## config.mk

```make
export PLATFORM = sky130hd
export DESIGN_NAME = memoryInterface
export DESIGN_NICKNAME = d
export VERILOG_FILES = /design/src/rtl/datapathPkg.sv /design/src/rtl/memoryInterface.sv
export SDC_FILE = /design/constraint.sdc
export NUM_CORES = 1
export LEC_CHECK = 0
export ABC_AREA = 1
export BUFFER_PORTS_ARGS = -buffer_cell sky130_fd_sc_hd__buf_2
export CAP_MARGIN = 20
export CORE_UTILIZATION = 50
export CTS_CLUSTER_SIZE = 8
export DETAILED_ROUTE_END_ITERATION = 8
export GPL_ROUTABILITY_DRIVEN = 0
export GPL_TIMING_DRIVEN = 0
export PLACE_DENSITY = 0.95
export SLEW_MARGIN = 25
export SYNTH_ARGS = -nofsm -noshare
export SYNTH_HDL_FRONTEND = slang
export SYNTH_SLANG_ARGS = --single-unit
```

## constraint.sdc

```tcl
create_clock -name clock -period 1.5 [get_ports clock]
set_input_delay 0.3 -clock clock [delete_from_list [all_inputs] [get_ports clock]]
set_output_delay 0.3 -clock clock [all_outputs]
set_load 0.03 [all_outputs]
```

## src/rtl/datapathPkg.sv

```systemverilog
package datapathPkg;

    localparam int wordWidth  = 32;
    localparam int numGenRegs = 16;
    localparam int constWidth = 19;   // IR[18:0]

    // one data word on the internal bus
    typedef logic [wordWidth-1:0] wordT;

    // ALU result and Z register, low word in the lower half
    typedef logic [2*wordWidth-1:0] dwordT;

    // one strobe per general register R0..R15
    typedef logic [numGenRegs-1:0] regMaskT;

    // immediate field taken from the instruction register
    typedef logic [constWidth-1:0] constFieldT;

endpackage

```

## src/rtl/memoryInterface.sv

```systemverilog
`timescale 1ns/1ps

module memoryInterface (
    input  logic              clock,
    input  logic              arstN,
    input  logic              mdrIn,
    input  logic              read,
    input  logic              marIn,
    input  datapathPkg::wordT busValue,
    input  datapathPkg::wordT mdataIn,
    output datapathPkg::wordT mdrValue,
    output datapathPkg::wordT memAddress
);
    import datapathPkg::*;

    wordT mdrNext;

    // memory data wins over the bus while read is raised
    assign mdrNext = read ? mdataIn : busValue;

    always_ff @(posedge clock or negedge arstN) begin
        if (!arstN) begin
            mdrValue <= '0;
        end else if (mdrIn) begin
            mdrValue <= mdrNext;
        end
    end

    // MAR feeds the address port directly
    always_ff @(posedge clock or negedge arstN) begin
        if (!arstN) begin
            memAddress <= '0;
        end else if (marIn) begin
            memAddress <= busValue;   // address taken straight off the bus
        end
    end

endmodule

```

Word level (Yosys, flattened, before mapping)
Cells that the tools add are included.
Operators by class
  multiplexer cells: 1
Operators with widths (number)
  $mux 32: 1
Word-level totals
  logic and storage cells: 3
  bits in registers: 64

Depth between registers and ports, before layout
  word-level depth: 1
  mapped depth: 6
  depth with buffers taken out: 4

Least setup slack after synthesis
No wires, ideal clock.
  path type: in2reg
  from: in marIn
  to: reg memAddress[10]
  buffers on the path: 2
  data arrival time: 0.727 ns
  data required time: 1.376 ns
  stages: 4
  setup slack: 0.649 ns
  cell sequence: buf_4 buf_4 nor2_1 a21oi_1
RTL lines
  start, declared: RTL line memoryInterface.sv:8  | input logic marIn,
  end signal, assigned: RTL line memoryInterface.sv:34  | memAddress <= busValue;
  end, declared: RTL line memoryInterface.sv:12  | output datapathPkg::wordT memAddress

Worst setup path after layout
  from: reg mdrValue[2]
  to: out mdrValue[2]
RTL lines
  start, declared: RTL line memoryInterface.sv:11  | output datapathPkg::wordT mdrValue,
  start signal, assigned: RTL line memoryInterface.sv:25  | mdrValue <= mdrNext;
No word-level cell between the ends.

==> flow_summary.yaml <==
outcome:
  outcome: "finished clean"
clock_tree:
  htree_levels: 3
  insertion_delay_ns: 0.33
  cts_setup_buffers: 0
  cts_made_buffers: 9
  cts_buffer_depth: 2
  postCtsResizedCells: 0
  clock_sinks: 64
  tritoncts: "built"
  clockRootBuffer: "clkbuf_8"
  holdBufCountCts: 0
  path_clk_slew_ns: 0.07
detailed_routing:
  dr.first_iter.drc_count: 196
  viasPerCell: 4.89
  vias: 2890
  avgRoutedWirePerCell_um: 13.4
  firstDrtPassIters: 7
  ant_nets: 0
  drc_errors: 0
  wirelength_um: 7890
logic_synthesis:
  avgSynthCellArea_sq_um: 7.81
  synth.distinct_cells: 11
  netlist_instances: 375
  yosysSeqAreaShare_pct: 54.7
  synth_nets: 444
  synth_seq_cells: 64
  yosys_warnings: 0
  syn_area_sq_um: 2930
worst_setup_path:
  reg2regPathDepth: 2
  crit_buf_inv: 1
  cp_cell_sequence: "buf_2"
  startpoint: "mdrValue[2]"
  critPathMaxFanout: 2
  reg2reg_from: "mdrValue[2]"
  crit_type: "flip-flop to output port"
  critPathTopFamily: "flip-flops"
  cp-end-kind: "output port"
  arrival_ns: 0.94
  r2r-end: "mdrValue[2]"
  slowest_delay_ns: 0.38
  rrSetupSlack_ns: 0.83
  required_ns: 1.20
  endpoint: "mdrValue[2]"
  crit_cells: 1
  start_kind: "flip-flop"
  slowest_stage: "dfrtp_1"
timing:
  worst_pin_slew_ns: 0.801
  finalSetupViolCount: 0
  grt_setup_unrepaired: "no"
  fmax_mhz: 806
  slew_violations: 0
  final-hold-violation-count: 0
  period_share_pct: 82.7
  relSlewSlack_pct: 46.6
  post-route-min-period_ns: 1.24
  clock_skew_ns: 0
die:
  fp-row-count: 27
  die_h_um: 78.5
  core_area_sq_um: 5570
  io_pins: 133
  initial_core_util_pct: 52.5
  fp.dieW_um: 78.5
  dieArea_sq_um: 6170
min_path:
  hp-class: "primary input to asynchronous set/reset pin"
cells_and_area:
  fillerInstances: 457
  drive_gt1_share_pct: 32.2
  final_cell_mix: "buf_2, nand2_1, inv_1, dfrtp_1"
  area_growth_pct: 32.2
  finalNonFillerCells: 591
  layout_commonest_cell: "buf_2"
  nNetsFinal: 584
  n_antenna_cell: 0
  final_area_sq_um: 3870
pwr:
  ir_drop_mv: 0.731
  power_density_nw_per_um2: 1180
  p_leak_nw: 2.32
placement:
  dp_hpwl_um: 5540
  port_buffers: 129
  dpl.cell_count: 576
  place_area_sq_um: 3670
grt:
  grt_pass1_vias: 2611
  grt_overflow_total: 0
  grt_max_degree: 65
  grt_usage_pct: 26.6
  antenna_found_initial: 0
  grt_pass1_wl_um: 12400
run:
  maxCapViolations: 0
[cell usage after synthesis]
| cell | instances | area, sq um |
|---|---|---|
| nand2_1 | 128 | 480 |
| dfrtp_1 | 64 | 1600 |
| inv_1 | 64 | 240 |
| a21oi_1 | 32 | 160 |
| nand3_1 | 32 | 160 |
| nor2_1 | 32 | 120 |
| buf_4 | 10 | 75.1 |
| buf_2 | 7 | 35.0 |
| buf_6 | 4 | 45.0 |
| inv_2 | 1 | 3.75 |
| inv_4 | 1 | 6.26 |
[how the worst min path moves through the flow]
stage | start | slack (ns) | to | cells after the start
finish | arstN | 0.03 | memAddress[6] | 1
detailed placement | arstN | 0.45 | mdrValue[5] | 1
global placement | mdrValue[11] | 0.46 | mdrValue[11] | 2
CTS | arstN | 0.08 | mdrValue[0] | 1
global route | arstN | 0.12 | memAddress[5] | 1
floorplan | arstN | 0.004 | mdrValue[0] | 0
[kinds of logic after synthesis]
kind of cell	synth area share, %
DFF	54.7
and+or+nand+nor	26.0
buffers and inverters	13.8
AOI/OAI and AO/OA	5.47
[registers in the layout, indices dropped and copies added (netlist names)]
name        flops
memAddress     32
mdrValue       32
[metal layers]
metal / vias up / part of all wire, % / track usage, % / routed length, um
met2: 157 / 49 / 42.5 / 3840
met4: 0 / 2.4 / 12.2 / 189
li1: 1390 / - / - / -
met5: - / 0 / 0 / 0
met1: 1323 / 42 / 34.9 / 3330
met3: 20 / 6.7 / 5.23 / 528
[through the flow]
stage / TNS, ns / hold slack (ns) / power [W] / setup WS, ns / util (%)
floorplan: 0 / 0.00441 / 0.00266 / 0.649 / -
global placement: -3.42 / 0.459 / 0.00302 / -0.0556 / 65.7
detailed placement: 0 / 0.446 / 0.00305 / 0.508 / 65.8
CTS: 0 / 0.0762 / 0.00458 / 0.265 / 69.5
global route: 0 / 0.122 / 0.00475 / 0.256 / 69.5
finish: 0 / 0.0294 / 0.00455 / 0.260 / 69.5
[power by group]
| group | switching [W] | total (W) | internal, W |
|---|---|---|---|
| Combinational | 0.000718 | 0.00104 | 0.000322 |
| Sequential | 0.0000961 | 0.00199 | 0.00190 |
| Clock | 0.000629 | 0.00152 | 0.000889 |
[layout make-up]
| class | count | area (sq um) | area share, % |
|---|---|---|---|
| multi-input cells | 224 | 921 | 23.8 |
| inverters | 66 | 250 | 6.46 |
| well taps | 72 | 90.1 | 2.33 |
| clock buffers | 12 | 165 | 4.27 |
| repair buffers | 129 | 648 | 16.7 |
| clock inverters | 3 | 40.0 | 1.03 |
| plain buffers | 21 | 155 | 4.01 |
| flip-flops and latches | 64 | 1600 | 41.4 |
No activity file was read; power rests on OpenSTA's default activity.
