File: src/rtl/datapathPkg.sv
package datapathPkg;

    localparam int wordWidth  = 32;
    localparam int numGenRegs = 16;
    localparam int constWidth = 19;   // IR[18:0]

    // one data word on the internal bus
    typedef logic [wordWidth-1:0] wordT;

    // ALU result and Z register, low word in the lower half
    typedef logic [2*wordWidth-1:0] dwordT;

    // one strobe per general register R0..R15
    typedef logic [numGenRegs-1:0] regMaskT;

    // immediate field taken from the instruction register
    typedef logic [constWidth-1:0] constFieldT;

endpackage

File: src/rtl/specialRegs.sv
`timescale 1ns/1ps

module specialRegs #(
    parameter datapathPkg::wordT resetPc = '0
) (
    input  logic               clock,
    input  logic               arstN,
    input  logic               pcIn,
    input  logic               irIn,
    input  logic               yIn,
    input  logic               zIn,
    input  datapathPkg::wordT  busValue,
    input  datapathPkg::dwordT aluResult,
    output datapathPkg::wordT  pcValue,
    output datapathPkg::wordT  yValue,
    output datapathPkg::wordT  constValue,
    output datapathPkg::dwordT zValue
);
    import datapathPkg::*;

    wordT       ir;
    constFieldT constField;

    always_ff @(posedge clock or negedge arstN) begin
        if (!arstN) begin
            pcValue <= resetPc;
        end else if (pcIn) begin
            pcValue <= busValue;
        end
    end

    always_ff @(posedge clock or negedge arstN) begin
        if (!arstN) begin
            ir     <= '0;
            yValue <= '0;
        end else begin
            if (irIn) ir <= busValue;
            if (yIn) yValue <= busValue;   // first ALU operand
        end
    end

    // full 64-bit result, mul and div fill both halves
    always_ff @(posedge clock or negedge arstN) begin
        if (!arstN) begin
            zValue <= '0;
        end else if (zIn) begin
            zValue <= aluResult;
        end
    end

    assign constField = ir[constWidth-1:0];
    assign constValue = {{(wordWidth - constWidth){constField[constWidth-1]}}, constField};

endmodule

File: config.mk
export PLATFORM = sky130hd
export DESIGN_NAME = specialRegs
export DESIGN_NICKNAME = d
export VERILOG_FILES = /design/src/rtl/datapathPkg.sv /design/src/rtl/specialRegs.sv
export SDC_FILE = /design/constraint.sdc
export NUM_CORES = 1
export LEC_CHECK = 0
export BUFFER_PORTS_ARGS = -buffer_cell sky130_fd_sc_hd__buf_2
export CAP_MARGIN = 20
export CELL_PAD_IN_SITES_DETAIL_PLACEMENT = 1
export CELL_PAD_IN_SITES_GLOBAL_PLACEMENT = 2
export CORE_MARGIN = 4
export CORE_UTILIZATION = 25
export CTS_CLUSTER_DIAMETER = 50
export DETAILED_ROUTE_END_ITERATION = 10
export PLACE_DENSITY = 0.76
export SLEW_MARGIN = 20
export SYNTH_ARGS = -nofsm -noshare
export SYNTH_HDL_FRONTEND = slang
export SYNTH_SLANG_ARGS = --single-unit
File: constraint.sdc
create_clock -name clock -period 1 [get_ports clock]
set_input_delay 0 -clock clock [delete_from_list [all_inputs] [get_ports clock]]
set_output_delay 0 -clock clock [all_outputs]
set_load 0.02 [all_outputs]
# [After elaboration in Yosys (flattened, before gate mapping)]
# Index checks and enable logic that the tools add are counted.
[totals] reg_bits=147 input_bits=102

# [Logic depth before layout (Yosys ltp)]
[logic_depth] ltp_word=0 ltp_mapped=3

# [Worst setup path after synthesis]
# No wires, ideal clock.
[synth_timing] kind="register to register" start="register ir[18] (netlist name)" end="register ir[18]" arrival_ps=861 required_ps=875 slack_ps=14 stages_incl_launch_ff=2 path_buffers=0 synth_period_minus_slack_ps=986 cell_sequence="dfrtp_1 -> mux2_2"
[synth_lines] element="end signal: assignment" line_no="specialRegs.sv:37" source="if (irIn) ir <= busValue;"
[synth_lines] element="end: declaration" line_no="specialRegs.sv:21" source="wordT ir;"

# [Worst setup path in the final report]
[layout_timing] start="register ir[18]" end="output constValue[27]"
[layout_lines] element="end: declaration" line_no="specialRegs.sv:16" source="output datapathPkg::wordT constValue,"
# No word-level cell between the ends.

==> metrics <==
outcome=finished, violations left; violated checks=negative setup slack; die height=~160 µm; Starting Density=between 20% and 30%; worst vdd ir=between 0.9 and 1 mV; slew of the pin with the lowest slew margin=~0.30 ns; post-synth cell types=6; Setup Viol. Count Final=14; post-DR wirelength/cell=approximately 18 µm; Total Wirelength=roughly 19000 µm; Non-Filler Instances=1063; # fillers=between 2000 and 2500; layout cell share with drive strength beyond 1=roughly two thirds; Vias/cell=between 4 and 5; Tmin final=approximately 1.1 ns; Seq/Total Area, Yosys=slightly above 60%; Worst setup SP type=flip-flop; largest net degree at the start of global routing=between 40 and 50; first-pass GRT wire length=between 20000 and 30000 µm; clk_lat worst skew=about 0.40 ns; GP Congestion=between 0.7 and 0.8; r2r startpoint=zValue[29]; area of the multi-input gates=approximately 1900 µm²; EDFF count, synth=0; I/O pin count=between 200 and 300; Root Driver=clkbuf_16; Pwr Density=about 1800 nW/µm²; Synthesized Nets=426; Max Fclk=900 MHz; DP Cell Count=approximately 890; WS Path Type=flip-flop to output pin; Max Cap Violations=0; Synth Instances=about 320; antenna-violating nets left=0; RSZ-0062 raised after global routing=yes; yosys warns=0; number of H-tree levels=4; clock slew at reported path FFs=0.07 ns; top-area cell type share of the netlist area=between 60% and 70%; P&R area growth vs syn=68.7%; routed vias=4335; CP max-delay cell=dfrtp_1; CP cell instances=buf_6 -> buf_4; WP data arrival=between 1 and 1.5 ns; vias in the first global route=a little under 5000; Sequential Area=3680 µm²; hold violation count in the final report=0; syn_area_per_cell=18.3 µm²; drt initial violations=87; Sink Count=around 150; grt total ovfl=0; Slew Limit Fails=0; Critical Path Max Stage Delay=around 0.4 ns; Hold Path Class=primary input to asynchronous set/reset pin; fraction of the cycle the final worst path needs=111%; worst rel slew slack=between 80% and 90%; TritonCTS Buffers=17; drt pass-1 iters=4; top cells by count, synth=dfrtp_1, mux2_2, mux2_4; crit end category=output pin; Critical Path RT=1.00 ns; post-route clock skew=0 ns; Remaining DRCs=0; crit path max fanout=14; Bufs on Longest Clock Path=2; Synth Cell Area=around 6000 µm²; initial antenna violation count=1; top_reg_cell synth=dfrtp_1; asr flop ratio synth=100%; gr usage total=13.6%; core footprint=23400 µm²; most frequent cell after synthesis=dfrtp_1; fin util=roughly 43%; leading area contributor after synthesis=dfrtp_1; Synth Register Bits=approximately 150; Die X=between 150 and 200 µm; Post-DP HPWL=about 12000 µm; row count=56; number of nets in the layout=832; number of port buffers=261; final setup margin=-0.111 ns; Worst Hold Slack=around 0.047 ns; Die Area=26300 µm²; top cells by area, synth=dfrtp_1, mux2_4, mux2_2; CTS tree=done; leakage power=around 0.0048 µW; Critical Path Start=ir[18]
## layout make-up
type	count	share of cell area, %
diodes	1	0.0250
clock buffers	20	4.57
clock inverters	12	1.66
multi-input cells	147	19.1
flip-flops and latches	147	36.8
well taps	319	3.99
repair buffers	417	33.9
## cells by family after synthesis
| logic type | count (synthesis) | synth area share [%] |
|---|---|---|
| muxes | 147 | 32.2 |
| DFF | 147 | 62.0 |
| buffers and inverters | 30 | 5.76 |
## per-layer routing
metal	part of all wire (%)	GRT usage [%]	wire length [µm]
met1	38	15.8	7250
met2	52	23.6	10000
met5	0	0	0
met4	2.0	4.58	386
met3	8.3	4.85	1600
## worst max-delay path, delay by kind of cell, from the launching register on
family | cells | cell delay [ns]
flip-flops | 1 | 0.39
buffers and inverters | 2 | 0.31
## stage by stage
stage / total power (µW) / instance area, µm² / TNS [ns] / setup WS, ns
5_1_grt: 18700 / 10000 / -3.06 / -0.177
3_3_place_gp: 9990 / 7530 / 0 / 0.124
2_1_floorplan: 8840 / 5930 / 0 / 0.0140
6_report: 17800 / 10000 / -1.53 / -0.111
3_5_place_dp: 10100 / 7530 / 0 / 0.0924
4_1_cts: 17500 / 9360 / -2.17 / -0.154
## what timing repair did
| action | 4_1_cts | 5_1_grt |
|---|---|---|
| hold buffers | 98 | 2 |
| endpoints found under the hold margin | 294 | 3 |
| resized for setup | 48 | 139 |
| endpoints found under the setup margin | 40 | 108 |
| setup buffers | 10 | 30 |
## power breakdown
group	internal, µW	switching, µW	leakage [µW]	total, µW
logic	2220	1860	0.00281	4090
clock network	4120	2640	0.000299	6760
registers	6550	435	0.00172	6980
## sequential cells by signal (all words and copies together), names as in the netlist
| name | flops |
|---|---|
| zValue | 64 |
| pcValue | 32 |
| yValue | 32 |
| ir | 19 |
## cells in the final DEF, fill, tap and decap left out
master           n
dfrtp_1        147
buf_6           81
buf_2          157
clkinv_4         1
mux2_4          68
mux2_2          79
clkbuf_1         1
inv_6            6
buf_12           8
diode_2          1
clkinvlp_4       2
dlygate4sd3_1   99
buf_4           72
bufinv_16        3
clkbuf_8         2
clkbuf_16       17
## path summary, 6_finish.rpt
| check | end | slack, ns | cells after the start |
|---|---|---|---|
| max | constValue[27] | -0.11 | 2 |
| min | zValue[33] | 0.05 | 2 |
| max reg2reg | zValue[29] | 0.05 | 2 |
| min reg2reg | yValue[22] | 0.50 | 1 |
| max in group asynchronous | pcValue[10] | 0.42 | 3 |
| min in group clock | ir[5] | 0.08 | 3 |
(Power assumes the default switching activity.)
