**src/rtl/datapathPkg.sv**
```systemverilog
package datapathPkg;

    localparam int wordWidth  = 32;
    localparam int numGenRegs = 16;
    localparam int constWidth = 19;   // IR[18:0]

    // one data word on the internal bus
    typedef logic [wordWidth-1:0] wordT;

    // ALU result and Z register, low word in the lower half
    typedef logic [2*wordWidth-1:0] dwordT;

    // one strobe per general register R0..R15
    typedef logic [numGenRegs-1:0] regMaskT;

    // immediate field taken from the instruction register
    typedef logic [constWidth-1:0] constFieldT;

endpackage

```
**src/rtl/busMux.sv**
```systemverilog
`timescale 1ns/1ps

module busMux (
    input  logic               mdrOut,
    input  logic               pcOut,
    input  logic               zLowOut,
    input  logic               zHighOut,
    input  logic               cOut,
    input  logic               regDriving,
    input  datapathPkg::wordT  mdrValue,
    input  datapathPkg::wordT  pcValue,
    input  datapathPkg::wordT  constValue,
    input  datapathPkg::wordT  regBusValue,
    input  datapathPkg::dwordT zValue,
    output datapathPkg::wordT  busValue
);
    import datapathPkg::*;

    wordT zLow;
    wordT zHigh;

    assign {zHigh, zLow} = zValue;

    // fixed priority, register file group resolved internally
    always_comb begin
        if (mdrOut) begin
            busValue = mdrValue;
        end else if (pcOut) begin
            busValue = pcValue;
        end else if (zLowOut) begin
            busValue = zLow;
        end else if (zHighOut) begin
            busValue = zHigh;
        end else if (cOut) begin
            busValue = constValue;   // sign-extended IR field
        end else if (regDriving) begin
            busValue = regBusValue;   // R0..R15, then HI, then LO
        end else begin
            busValue = '0;   // idle bus
        end
    end

endmodule

```
**config.mk**
```make
export PLATFORM = sky130hd
export DESIGN_NAME = busMux
export DESIGN_NICKNAME = d
export VERILOG_FILES = /design/src/rtl/datapathPkg.sv /design/src/rtl/busMux.sv
export SDC_FILE = /design/constraint.sdc
export NUM_CORES = 1
export LEC_CHECK = 0
export ABC_AREA = 1
export ABC_CLOCK_PERIOD_IN_PS = 800
export BUFFER_PORTS_ARGS = -buffer_cell sky130_fd_sc_hd__buf_2
export CORE_AREA = 4 4 95 79
export DETAILED_ROUTE_END_ITERATION = 16
export DIE_AREA = 0 0 99 83
export PLACE_DENSITY = 0.79
export SLEW_MARGIN = 0
export SYNTH_ARGS = -nofsm -noshare
export SYNTH_HDL_FRONTEND = slang
export SYNTH_SLANG_ARGS = --single-unit
```
**constraint.sdc**
```tcl
create_clock -name vclk -period 0.8
set_input_delay 0.08 -clock vclk [all_inputs]
set_output_delay 0.08 -clock vclk [all_outputs]
set_load 0.05 [all_outputs]
```
# Word level (Yosys, flattened, before mapping)
# Cells that the tools add are included.
[totals] register_bits=0 latch_bits=0 ramBits=0 rom_bits=0 input_bits=198 out_inout_bits=32 elab_cells=6 memories=0
[classes] add_sub_neg=0 n_mul=0 div=0 n_lt_le_gt_ge=0 eq_ne=0 n_shift=0 mux=6 n_bitwise=0 reduce_logical=0
[ops] op="$mux W32" count=6

# Logic depth before layout (Yosys ltp)
[depth] ltp_word=6 mapped_depth=9 depth_no_buf=7

# Worst setup path after synthesis
# No wires, ideal clock.
[synth_path] kind="input to output" from="input cOut" to="output busValue[10]" t_arrival_ns=0.981 t_required_ns=0.720 path_slack_ns=-0.261 cell_stages=9 path_buffers=2 cell_sequence="buf_6 inv_6 buf_6 nand3_2 nand2_1 nand2_1 nand2_1 nand2_1 nand2_1"
[synth_between] elab_chain_len=5
[synth_rtl] item="from (decl)" line="busMux.sv:8" text="input logic cOut,"
[synth_rtl] item="$mux W32" line="busMux.sv:34" text="end else if (cOut) begin"
[synth_rtl] item="$mux W32" line="busMux.sv:32" text="end else if (zHighOut) begin"
[synth_rtl] item="$mux W32" line="busMux.sv:30" text="end else if (zLowOut) begin"
[synth_rtl] item="$mux W32" line="busMux.sv:28" text="end else if (pcOut) begin"
[synth_rtl] item="$mux W32" line="busMux.sv:26" text="if (mdrOut) begin"
[synth_rtl] item="to (decl)" line="busMux.sv:15" text="output datapathPkg::wordT busValue"
# Every way passes these cells.

# Worst setup path after layout
[layout_path] from="input cOut" to="output busValue[9]"
# Same word-level chain as after synthesis.

==> flow_results.org <==
** Worst hold path
- Worst min-delay path category :: in2out

** Logic synthesis
- Main area contributors after synthesis :: nand2_1, a21oi_1, inv_1
- Yosys warnings :: 0
- Commonest cells post-synth :: nand2_1, a21oi_1, inv_1
- Share of the yosys chip area belonging to registers :: 0%
- Average size of a mapped cell :: 4.64 um^2
- Cell variety after synth :: 10
- Post-synthesis instance area :: 2110 um^2
- Cell with the most instances after synthesis :: nand2_1
- When the netlist entered floorplanning its net count stood at 653.
- In this run the biggest area consumer among cell types represents 34.1% of the synthesized area.
- Post-synthesis cell count :: 455
- Cell taking the most area after synthesis :: nand2_1

** Pwr
- In this run the power spent charging and discharging nets is 1.87 mW.
- Internal power component :: 1.59 mW
- Cell area power density :: 718 nW/um^2
- Sequential share of power :: 0%
- Cell leakage power :: 2.59 nW
- Net switching fraction of the power :: 54.0%
- Across the VDD grid, the largest voltage drop is 0.473 mV.
- Clock network fraction of total power :: 0%
- Combinational cells account for 100.0% of the total power.
- After layout, the design draws a total of 3.45 mW.

** Route
- Number of detailed-route iterations in the first pass :: 5
- Using the TritonRoute via totals, the vias-per-cell ratio works out to 5.14.
- For this run, design rule violations remaining after detail routing come to 0.
- After detailed routing, the total wire length is 12.3 mm.
- After detailed routing, the average wire length per cell comes to 15.9 um.
- Number of vias after detailed routing :: 3966
- Detailed Route Iter0 Violations :: 125
- Post-detailed-route count of antenna-violating nets :: 0

** Critical path
- Path type of the worst setup path :: in2out
- Max incr delay on CP :: 150 ps
- Most frequent CP cell :: nand2_2
- Highest fanout seen on the critical path :: 7
- Crit end category :: output port
- Worst endpoint data arrival time :: 990 ps
- CP max stage cell :: buf_12
- The worst setup path is launched from an input port.
- Traced cell by cell, the critical path runs through buf_12, buf_12, a21oi_4, nand2_2, nand2_2, nand2_2, nand2_2, nand2_4, buf_8.
- For the worst setup path, the data required time is 720 ps.

** Die
- Ports :: 230
- Total die area :: 8220 um^2
- Die Span Y :: 83 um
- The core region is 6660 um^2.
- After floorplanning, the core was divided into 27 placement rows.
- The die is 99 um wide.
- Starting Density :: 31.7%

** Layout
- Cells fill 72.3% of the core in the end.
- In the finished design the tool counted flip-flops and latches totalling 0.
- Counting the clock-network buffers in the layout gives 0.
- ANT cells :: 0
- In the final design database the tool counted 884 nets.
- Area delta synth->final :: 128%
- Register area :: 0 um^2
- Layout cells sized above 1 :: 61.1%

** Clock tree
- Hold Buf Count CTS :: 0

** Placed design
- Count of input and output buffers :: 230
- Final estimated routing congestion in global placement :: 0.909
- Placed wire-length estimate after detailed placement :: 8.10 mm

** Timing
- Setup total negative slack on the finished layout was measured at -7180 ps.
- The final max-slew violation count came to 0.
- Derived from the worst setup path, the maximum achievable clock frequency is 939 MHz.
- After layout, the worst setup slack is -265 ps.
- Of the available clock period, the critical path in the final layout requires 133%.
- RSZ-0062 raised after global routing :: yes
- The worst path in the final design needs a cycle of 1070 ps, including I/O delays and setup.
- Tightest slew margin relative to the limit :: 87.7%
- At the pin with the least slew margin, the transition time is 185 ps.
- Final-report hold violation count :: 0
- Setup violations remaining at the end of the flow were counted as 32.

** Outcome
- The run finished, with violations left.
- The checks that failed: setup timing.

** Global routing
- Global-route wire length before repair :: 18.9 mm
- Global routing finished with a remaining overflow of 0.
- Total global routing track utilization :: 27.3%
- Largest net degree at the start of global routing :: 33
- Number of antenna violations at the first check in global routing :: 0
- Vias in the first global route :: 3990

** Job
- Across the run, the number of max-cap violations was 0.
cell families (layout without fill, tap and decap cells):
kind of cell / count (synthesis) / count (layout) / synth area share (%)
AOI/OAI and AO/OA: 128 / 128 / 30.3
buffers and inverters: 103 / 332 / 23.2
and+or+nand+nor: 224 / 224 / 46.4
final cells by class:
class	instances	area, um^2
well taps	87	109
repair buffers	266	2240
fillers	513	1840
repair inverters	1	11.3
inverters	65	251
multi-input cells	352	2210
worst paths after layout:
check         from           to  slack, ps  cells past startpoint
max           cOut  busValue[9]       -270                      9
min    mdrValue[7]  busValue[7]        510                      4
layout by cell type, fill, tap and decap left out, types with 16 or more instances in the layout:
master     n
a21oi_2   59
buf_8     34
inv_1     64
nand2_2   36
nand2_4   32
buf_2    194
nand3_2   20
a21oi_1   66
buf_16    16
nand2_1  124
critical path, delay by kind of cell:
family | cells | cell delay (ps)
AOI/OAI and AO/OA | 1 | 130
and+or+nand+nor | 5 | 340
buffers and inverters | 3 | 430
power by group through the flow:
stage	Sequential (mW)	Combinational, mW	Clock, mW
after floorplan	0	1.72	0
after global placement	0	2.49	0
after detailed placement	0	2.53	0
after CTS	0	3.36	0
after global routing	0	3.67	0
final	0	3.45	0
timing repair:
| item | in CTS | in global routing |
|---|---|---|
| endpoints found under the setup margin | 32 | 32 |
| pin swaps | 7 | 13 |
| cloned | 17 | 0 |
| setup buffers | 0 | 0 |
| gates resized for setup | 186 | 20 |
layer usage:
metal  global-route usage, %  vias to the layer above  share of wire [%]
met2                    52.1                      199                 51
li1                        -                     1897                  -
met1                    30.9                     1829                 38
met4                    8.93                        0                3.5
met5                       0                        -                  0
met3                    3.19                       41                7.4
metrics by stage:
stage / setup WS (ps) / cells / cell area, um^2 / hold slack, ps
floorplan: -76.0 / 455 / 2500 / 360
global placement: -417 / 754 / 3720 / 580
detailed placement: -467 / 754 / 3720 / 584
CTS: -244 / 771 / 4740 / 508
global route: -323 / 771 / 4810 / 519
finish: -265 / 771 / 4810 / 505
No activity file was read; power rests on OpenSTA's default activity.
