File: config.mk
export PLATFORM = sky130hd
export DESIGN_NAME = registerFile
export DESIGN_NICKNAME = d
export VERILOG_FILES = /design/src/rtl/datapathPkg.sv /design/src/rtl/registerFile.sv
export SDC_FILE = /design/constraint.sdc
export NUM_CORES = 1
export LEC_CHECK = 0
export BUFFER_PORTS_ARGS = -buffer_cell sky130_fd_sc_hd__buf_4
export CAP_MARGIN = 20
export CORE_MARGIN = 2
export CORE_UTILIZATION = 50
export DETAILED_ROUTE_END_ITERATION = 8
export PLACE_DENSITY = 0.67
export SYNTH_ARGS = -nofsm -noshare
export SYNTH_HDL_FRONTEND = slang
export SYNTH_SLANG_ARGS = --single-unit
File: constraint.sdc
create_clock -name clock -period 1.5 [get_ports clock]
set_clock_uncertainty 0.1 [all_clocks]
set_input_delay 0.075 -clock clock [delete_from_list [all_inputs] [get_ports clock]]
set_output_delay 0.075 -clock clock [all_outputs]
set_load 0.05 [all_outputs]
File: src/rtl/datapathPkg.sv
package datapathPkg;

    localparam int wordWidth  = 32;
    localparam int numGenRegs = 16;
    localparam int constWidth = 19;   // IR[18:0]

    // one data word on the internal bus
    typedef logic [wordWidth-1:0] wordT;

    // ALU result and Z register, low word in the lower half
    typedef logic [2*wordWidth-1:0] dwordT;

    // one strobe per general register R0..R15
    typedef logic [numGenRegs-1:0] regMaskT;

    // immediate field taken from the instruction register
    typedef logic [constWidth-1:0] constFieldT;

endpackage

File: src/rtl/registerFile.sv
`timescale 1ns/1ps

module registerFile (
    input  logic                 clock,
    input  logic                 arstN,
    input  datapathPkg::regMaskT regIn,
    input  datapathPkg::regMaskT regOut,
    input  logic                 hiIn,
    input  logic                 hiOut,
    input  logic                 loIn,
    input  logic                 loOut,
    input  datapathPkg::wordT    busValue,
    output datapathPkg::wordT    regBusValue,
    output logic                 regDriving
);
    import datapathPkg::*;

    // R0..R15 followed by HI and LO
    localparam int numRegs = numGenRegs + 2;

    wordT             regs [numRegs];
    logic [numRegs-1:0] loadMask;
    logic [numRegs-1:0] driveMask;

    // HI sits just above R15, LO above HI, so index order is the priority order
    assign loadMask  = {loIn, hiIn, regIn};
    assign driveMask = {loOut, hiOut, regOut};

    for (genvar i = 0; i < numRegs; i++) begin : gReg
        always_ff @(posedge clock or negedge arstN) begin
            if (!arstN) begin
                regs[i] <= '0;
            end else if (loadMask[i]) begin
                regs[i] <= busValue;
            end
        end
    end

    // walk from the top so the lowest raised index is written last
    always_comb begin
        regBusValue = '0;
        for (int i = numRegs - 1; i >= 0; i--) begin
            if (driveMask[i]) begin
                regBusValue = regs[i];
            end
        end
    end

    assign regDriving = |driveMask;   // any general, HI or LO out strobe

endmodule

# Word-level counts from Yosys, hierarchy flattened
# Index checks and enable logic that the tools add are counted.
# W data, S select, Z words.
[classes] n_addsub=0 mul=0 div_mod_pow=0 magnitude_cmp=0 n_eq_ne=0 shifts=0 n_mux=18 bitwise=0 reduce_logical=1
[op_table] operator="$mux W32" n=18
[op_table] operator="$reduce_or A18 Y1" n=1
[totals] ff_bits=576 latch_bits=0 mem_bits_rw=0 mem_bits_ro=0 in_bits=70 out_inout_bits=33 memories=0

# Depth between registers and ports, before layout
# Gate-level depths: netlist of the first run.
[depth] depth_word=18 depth_mapped=8 depth_no_buf=5

# Worst setup path before layout of the first run
# No wires, ideal clock.
[synth_path] kind="input -> output" startpoint="in regOut[2]" endpoint="out regBusValue[30]" arrival_ps=1876 path_slack_ps=-551 path_stages=7 cell_sequence="clkbuf_1 nor2_1 buf_2 o21ai_0 a31oi_1 o22ai_1 a21oi_1"
[synth_between] elab_chain_len=3
[synth_rtl] item="start: declaration" line_no="registerFile.sv:7" source="input datapathPkg::regMaskT regOut,"
[synth_rtl] item="$mux W32 (3 in a row)" line_no="registerFile.sv:43" source="if (driveMask[i]) begin"
[synth_rtl] item="end: declaration" line_no="registerFile.sv:13" source="output datapathPkg::wordT regBusValue,"
# Every way passes these cells.

# Worst setup path in the final report of the first run
[layout_path] startpoint="reg regs[281] (netlist name)" endpoint="out regBusValue[25]"
[layout_between] elab_chain_len=10
[layout_rtl] item="start: declaration" line_no="registerFile.sv:21" source="wordT regs [numRegs];"
[layout_rtl] item="start signal: indexed assignment" line_no="registerFile.sv:34" source="regs[i] <= busValue;"
[layout_rtl] item="$mux W32 (10 in a row)" line_no="registerFile.sv:43"
# Every way passes these cells.

==> results of run 1 <==
[layer usage]
metal	vias to the layer above	global-route usage, %
met2	617	43.4
met4	4	5.93
met3	107	4.08
met5	-	0
li1	8037	-
met1	9852	43.1
[worst register-to-register path: cells and delay by family (launching register included)]
family   cells  cell delay [ns]
buf+inv      2             0.26
mux          1             0.25
flops        1             0.39
[metrics by stage]
stage | setup TNS, ns | worst slack [ns]
3_3_place_gp | -19.20 | -1.32
2_1_floorplan | -0.665 | -0.0979
6_report | -26.10 | -0.943
5_1_grt | -28.11 | -1.01
3_5_place_dp | -19.07 | -0.912
4_1_cts | -26.78 | -0.955
[logic make-up after synthesis]
kind of cell	Yosys count	synth area share, %
compound gates	435	12.3
simple gates	218	4.35
buf+inv	228	3.67
flops	576	55.8
mux	548	23.9
[area by class of cell]
| cell class | count | area share (%) |
|---|---|---|
| antenna | 1 | 0.00762 |
| clock buffer | 94 | 5.38 |
| clock inverter | 11 | 0.354 |
| inverter | 38 | 0.434 |
| multi-input combinational | 1201 | 35.7 |
| sequential | 576 | 43.9 |
| tap | 680 | 2.59 |
| timing repair buffer | 386 | 11.6 |
[power breakdown]
group          internal (uW)  switching, uW
logic                   3120           3470
registers              17100            914
clock network           8330           6060
total                  28500          10400
[path summary, 6_finish.rpt]
kind,from,endpoint,slack [ns],cells after the start
max reg2reg,regs[256]$_DFFE_PN0P_,regs[256]$_DFFE_PN0P_,0.40,3
min reg2reg,regs[283]$_DFFE_PN0P_,regs[283]$_DFFE_PN0P_,0.40,1
min,arstN,regs[124]$_DFFE_PN0P_,0.06,3
max,regs[281]$_DFFE_PN0P_,regBusValue[25],-0.94,5
max in group asynchronous,arstN,regs[543]$_DFFE_PN0P_,0.75,4
min in group clock,busValue[18],regs[306]$_DFFE_PN0P_,0.30,4
[cell usage in the layout, fill, tap and decap left out, types with 9 or more instances in the layout]
master	netlist	layout
a21oi_1	34	19
a21oi_2	0	10
a221o_1	28	28
a221oi_1	86	36
a221oi_2	7	51
a22oi_1	26	26
buf_12	0	46
buf_4	5	244
buf_6	4	25
buf_8	0	12
clkbuf_1	96	18
clkbuf_16	0	59
clkbuf_8	0	18
dfrtp_1	576	576
dlygate4sd3_1	0	58
inv_1	35	35
mux2_2	548	548
nand2_1	73	72
nand2b_1	14	14
nand3_1	19	19
nand3b_1	9	9
nand4_1	27	27
nor2_1	34	16
nor2_4	0	14
nor2b_1	12	11
o21ai_0	93	78
o21ai_1	11	17
o221a_4	0	9
o221ai_1	37	34
o22ai_1	61	60
[what timing repair did]
action                                   CTS  global route
pin swaps                                111            66
hold buffers                              59             0
setup buffers                             13             6
resized for setup                        160            37
endpoints found under the hold margin   1152             0
endpoints found under the setup margin    33            33
gates cloned                               0             1
==> Flow_metrics.wiki, run 1 <==
{| class="wikitable"
! Metric !! Value
|-
| Status || finished, violations left
|-
| Violations in the final reports || negative setup slack
|-
| Final routed DRC violation total || 0
|-
| Pin count of the biggest net entering global routing || 73
|-
| Final layout net count || between 2000 and 2500
|-
| CTS clk-pin slew, worst paths || around 0.06 ns
|-
| Antenna violations before repair || 3
|-
| P per Cell Area || 1190 nW/um^2
|-
| Crit end category || output pin
|-
| Leading registers by flop count || regs: 576 flops
|-
| Largest Register || regs
|-
| Area added between synthesis and finish || 27.2%
|-
| Slowest library cell on the worst path || dfrtp_1
|-
| Worst-path fanout max || 2
|-
| Wire length of the first global-routing pass || around 120000 microns
|-
| Dominant cell type by area after synthesis || dfrtp_1
|-
| Required time reported for the critical path endpoint || between 1 and 1.5 ns
|-
| Gate family responsible for the most delay along the worst path || compound AO/OA/AOI/OAI gates
|-
| Number of synthesis warnings || 0
|-
| Count of mapped cells out of synthesis || about 2000
|-
| Final critical delay including setup and external delays || 2.44 ns
|-
| Number of flip-flops in the largest register || about 580
|-
| Grt total ovfl || 0
|-
| Fmax || between 400 and 500 MHz
|-
| Clock tree sinks || approximately 580
|-
| Total of flip-flops plus latches after synthesis || about 580
|-
| Cell total after placement || 2808
|-
| Clock latency at the later pin of the worst-skew pair || between 0.6 and 0.7 ns
|-
| Final std cells w/o fill || between 2000 and 3000
|-
| Ratio of final minimum period to clock period || 163%
|-
| Routability cong. || slightly above 0.9
|-
| Top-area cell type share of the netlist area || between 50% and 60%
|-
| Unrepaired setup endpoints after global routing || true
|-
| Number of DRC markers in iteration 0 || about 1800
|-
| Largest vdd supply drop || approximately 950 uV
|-
| Headroom to the max-slew limit || 25.3%
|-
| Slew Viols, Final || 0
|-
| Average instance area after synthesis || 12.9 sq um
|-
| Quantity of I/O buffers inserted on ports || just over 100
|-
| Initial Utilization || between 50% and 60%
|-
| Class of the tightest hold or removal check || input pin to asynchronous set/reset pin
|-
| Core area || just over 50000 sq um
|-
| Total clock buffers created by CTS || between 50 and 60
|-
| Share of layout cells above drive strength 1 || slightly below 50%
|-
| Count of boundary I/O pins || 103
|-
| Worst hold slack after final layout || slightly below 0.06 ns
|-
| Slew of the pin with the lowest slew margin || between 1 and 1.5 ns
|-
| Most used flip-flop cell after synthesis || dfrtp_1
|-
| Most numerous cell types in the synthesized netlist || dfrtp_1 (576), mux2_2 (548), clkbuf_1 (96)
|-
| Library cell with the highest instance count after synthesis || dfrtp_1
|-
| Buffers & Inverters on Critical Path || 1
|-
| Synthesized area || around 26000 sq um
|-
| End-of-flow core utilization || between 60 and 70%
|-
| Number of vias after detailed routing || ~19000
|-
| Metal3 WL || 4450 microns
|-
| Multi-input gate area in the final layout || between 10000 and 15000 sq um
|-
| Highest layer used for signal routing || met5
|-
| Met2 wire len || about 35000 microns
|-
| Routed length per placed instance || about 25 microns
|-
| Worst Path Class, Setup || flip-flop to output pin
|-
| Width of the die || between 200 and 250 microns
|-
| Routed metal-1 wire length || around 35000 microns
|-
| Seq/Total Area, Yosys || 55.8%
|-
| Placed cell area || between 20000 and 30000 sq um
|-
| Clock tree from TritonCTS || done
|-
| Depth of the CTS H-tree || 2
|-
| Clock root cell || clkbuf_16
|-
| Area of the die || 53500 sq um
|-
| Routed Antenna Nets || 0
|-
| Final count of hold timing violations || 0
|-
| Row count || 83
|-
| Fill count || 3734
|-
| Length of the first detailed-routing pass in iterations || 5
|-
| Critical Path Start Type || flip-flop
|-
| Final Power || approximately 39000 uW
|-
| Estimated wirelength of the detail-placed design || between 40000 and 50000 microns
|-
| Number of enable flip-flop cells after synthesis || 0
|-
| Leakage Power || roughly 0.013 uW
|-
| Total GRT Usage || ~28%
|-
| Final Cell Area || between 30000 and 40000 sq um
|-
| Post-synthesis async set-or-reset flop share || between 90% and 100%
|-
| Largest stage delay on the critical path || ~0.38 ns
|-
| Overall die height || 231 microns
|-
| Most area-consuming cells after synthesis || dfrtp_1 (56%), mux2_2 (24%), a221oi_1 (2.9%), o21ai_0 (1.8%), o22ai_1 (1.5%)
|-
| Least setup slack across all paths after layout || -0.943 ns
|-
| Number of max-capacitance violations reported || 0
|-
| Clock buffer depth || 3
|-
| Drt via density || 6.23
|-
| Worst Path Arrival || 2.27 ns
|-
| Register area || roughly 14000 sq um
|-
| Count of unique library cells instantiated by Yosys || 45
|-
| Cell breakdown of the critical path || a221o_1 > a221oi_4 > nand4_1 > o221a_4 > buf_6
|-
| Post-detailed-routing wire length || between 70000 and 80000 microns
|-
| Synthesized netlist net count || 2075
|-
| Via count of the first global-routing pass || between 15000 and 20000
|-
| Number of setup violations in the final report || 33
|}
Power figures use the tool's default switching activity.
==> run 2, diff against run 1 <==
--- a/config.mk
+++ b/config.mk
@@ -7,7 +7,7 @@
 export LEC_CHECK = 0
 export BUFFER_PORTS_ARGS = -buffer_cell sky130_fd_sc_hd__buf_4
 export CAP_MARGIN = 20
-export CORE_MARGIN = 2
+export CORE_MARGIN = 10
 export CORE_UTILIZATION = 50
 export DETAILED_ROUTE_END_ITERATION = 8
 export PLACE_DENSITY = 0.67
==> Flow_metrics.wiki, run 2 (synthesized netlist as in run 1, its figures left out) <==
{| class="wikitable"
! Metric !! Value
|-
| Status || finished, violations left
|-
| Violations in the final reports || negative setup slack
|-
| Critical Path Start Type || flip-flop
|-
| Estimated wirelength of the detail-placed design || 51400 microns (+2.8%)
|-
| Row count || 83 (unchanged)
|-
| Cell breakdown of the critical path || a221o_1 > a221oi_4 > nand4_1 > o221a_4 > buf_6
|-
| Antenna violations before repair || 5 (+2)
|-
| Worst Path Arrival || 2.31 ns (+0.04 ns)
|-
| Total clock buffers created by CTS || 59 (+3.5%)
|-
| Grt total ovfl || 0 (unchanged)
|-
| Post-detailed-routing wire length || 79600 microns (+5.1%)
|-
| Clock latency at the later pin of the worst-skew pair || 0.63 ns (+0.02 ns)
|-
| Total GRT Usage || 25.6% (-2.8 points)
|-
| Number of max-capacitance violations reported || 0 (unchanged)
|-
| Least setup slack across all paths after layout || -0.983 ns (-0.0403 ns)
|-
| Largest Register || regs
|-
| Most common library cell in the layout ignoring fill and taps || dfrtp_1
|-
| Worst setup timing slack at the placement stage || -0.842 ns (+0.0700 ns)
|-
| P per Cell Area || 1210 nW/um^2 (+1.7%)
|-
| Largest stage delay on the critical path || 0.38 ns (about the same)
|-
| Required time reported for the critical path endpoint || 1.32 ns (about the same)
|-
| Count of boundary I/O pins || 103 (unchanged)
|-
| Ratio of final minimum period to clock period || 166% (+2.7 points)
|-
| Clock buffer depth || 3 (unchanged)
|-
| Leading registers by flop count || regs: 576 flops
|-
| Fmax || 403 MHz (-1.6%)
|-
| Class of the tightest hold or removal check || input pin to flip-flop
|-
| Routability cong. || 0.849 (-7.6%)
|-
| Via count of the first global-routing pass || 19676 (+4.3%)
|-
| Length of the first detailed-routing pass in iterations || 5 (unchanged)
|-
| Fill count || 3564 (-4.6%)
|-
| Number of setup violations in the final report || 33 (unchanged)
|-
| Largest vdd supply drop || 894 uV (-5.5%)
|-
| Slew of the pin with the lowest slew margin || 0.744 ns (-0.373 ns)
|-
| Drt via density || 6.30 (+1.1%)
|-
| Final routed DRC violation total || 0 (unchanged)
|-
| Final Power || 40600 uW (+4.2%)
|-
| Quantity of I/O buffers inserted on ports || 102 (unchanged)
|-
| Met2 track utilization from global routing || 38.8% (-4.6 points)
|-
| Width of the die || 247 microns (+6.9%)
|-
| CTS clk-pin slew, worst paths || 0.06 ns (about the same)
|-
| Final critical delay including setup and external delays || 2.48 ns (+0.0403 ns)
|-
| Worst hold slack after final layout || 0.0211 ns (-0.0384 ns)
|-
| Routed length per placed instance || 26.3 microns (+3.6%)
|-
| Overall die height || 247 microns (+6.9%)
|-
| Clock tree from TritonCTS || done
|-
| Initial Utilization || 50.5% (unchanged)
|-
| GR Layer Usage met3 || 5.05% (+0.96 points)
|-
| Unrepaired setup endpoints after global routing || true
|-
| Number of vias after detailed routing || 19081 (+2.5%)
|-
| Leakage Power || 0.0138 uW (+2.9%)
|-
| Wire length of the first global-routing pass || 121000 microns (+3.8%)
|-
| Commonest cells after routing, fill and taps aside || dfrtp_1 (576), mux2_2 (548), buf_4 (250)
|-
| Worst Path Class, Setup || flip-flop to output pin
|-
| Area of the die || 61100 sq um (+14%)
|-
| Final layout net count || 2365 (+1.5%)
|-
| Global-route layer with the greatest usage || met2
|-
| Depth of the CTS H-tree || 2 (unchanged)
|-
| Core area || 51200 sq um (unchanged)
|-
| Final count of hold timing violations || 0 (unchanged)
|-
| Share of layout cells above drive strength 1 || 50.8% (+1.5 points)
|-
| Pin count of the biggest net entering global routing || 55 (-25%)
|-
| Crit end category || output pin
|-
| Clock root cell || clkbuf_16
|-
| Met1 capacity usage during global routing || 36.8% (-6.3 points)
|-
| Routed Antenna Nets || 0 (unchanged)
|-
| Slowest library cell on the worst path || dfrtp_1
|-
| Slew Viols, Final || 0 (unchanged)
|-
| Number of DRC markers in iteration 0 || 1700 (-5.4%)
|-
| Number of flip-flops in the largest register || 576 (unchanged)
|-
| Area added between synthesis and finish || 30.3%
|-
| Clock tree sinks || 576 (unchanged)
|-
| Worst-path fanout max || 2 (unchanged)
|-
| Headroom to the max-slew limit || 50.3% (+25 points)
|}
[run 2: timing repair]
| action | in CTS | in global routing |
|---|---|---|
| gates resized for setup | 174 | 64 |
| pin swaps | 104 | 62 |
| hold buffers | 68 | 0 |
| buffers inserted | 12 | 34 |
| endpoints found under the setup margin | 33 | 34 |
| gates cloned | 3 | 3 |
| endpoints found under the hold margin | 1152 | 0 |
[run 2: cell type report]
class                   instances  area, sq um  share of cell area [%]
diodes                          4         10.0                  0.0297
clock buffers                  87         1810                    5.39
multi-input cells            1201        11800                    35.1
inverters                      38          143                   0.424
well taps                     680          851                    2.53
flip-flops and latches        576        14400                    42.8
clock inverters                24          293                   0.870
repair buffers                419         4310                    12.8
[run 2: critical path: cells and delay by family (launching register included)]
kind	cells	cell delay, ns
AO/OA/AOI/OAI	3	0.96
buffers and inverters	1	0.15
flip-flops	1	0.38
AND/OR/NAND/NOR	1	0.16
[run 2: power breakdown]
group          internal [uW]  total (uW)  switching [uW]
sequential             17100       18000             928
combinational           3270        6840            3570
clock                   9370       15800            6380
[run 2: path summary, 6_finish.rpt]
check / start / to / slack (ns) / cells past startpoint
min in group asynchronous: arstN / regs[34]$_DFFE_PN0P_ / 0.43 / 3
hold reg to reg: regs[79]$_DFFE_PN0P_ / regs[79]$_DFFE_PN0P_ / 0.40 / 1
setup reg to reg: regs[156]$_DFFE_PN0P_ / regs[156]$_DFFE_PN0P_ / 0.06 / 2
max in group asynchronous: arstN / regs[475]$_DFFE_PN0P_ / 0.14 / 4
hold / removal: regIn[13] / regs[141]$_DFFE_PN0P_ / 0.02 / 3
setup / recovery: regs[281]$_DFFE_PN0P_ / regBusValue[25] / -0.98 / 5
[run 2: per-stage QoR]
step           area [sq um]  std cells  utilization [%]  setup TNS (ns)
6_report              33600       3029             65.7          -26.78
5_1_grt               33600       3028             65.7          -29.05
4_1_cts               32900       2991             64.4          -27.48
3_5_place_dp          29100       2803             56.9          -21.19
3_3_place_gp          29100       2802             56.9          -20.80
2_1_floorplan         26400       2005                -          -0.665
[run 2: layer usage]
metal / vias up / wire length (microns)
met1: 10119 / 35600
met3: 106 / 5870
met4: 4 / 1810
met2: 737 / 36300
met5: - / 14
li1: 8115 / -
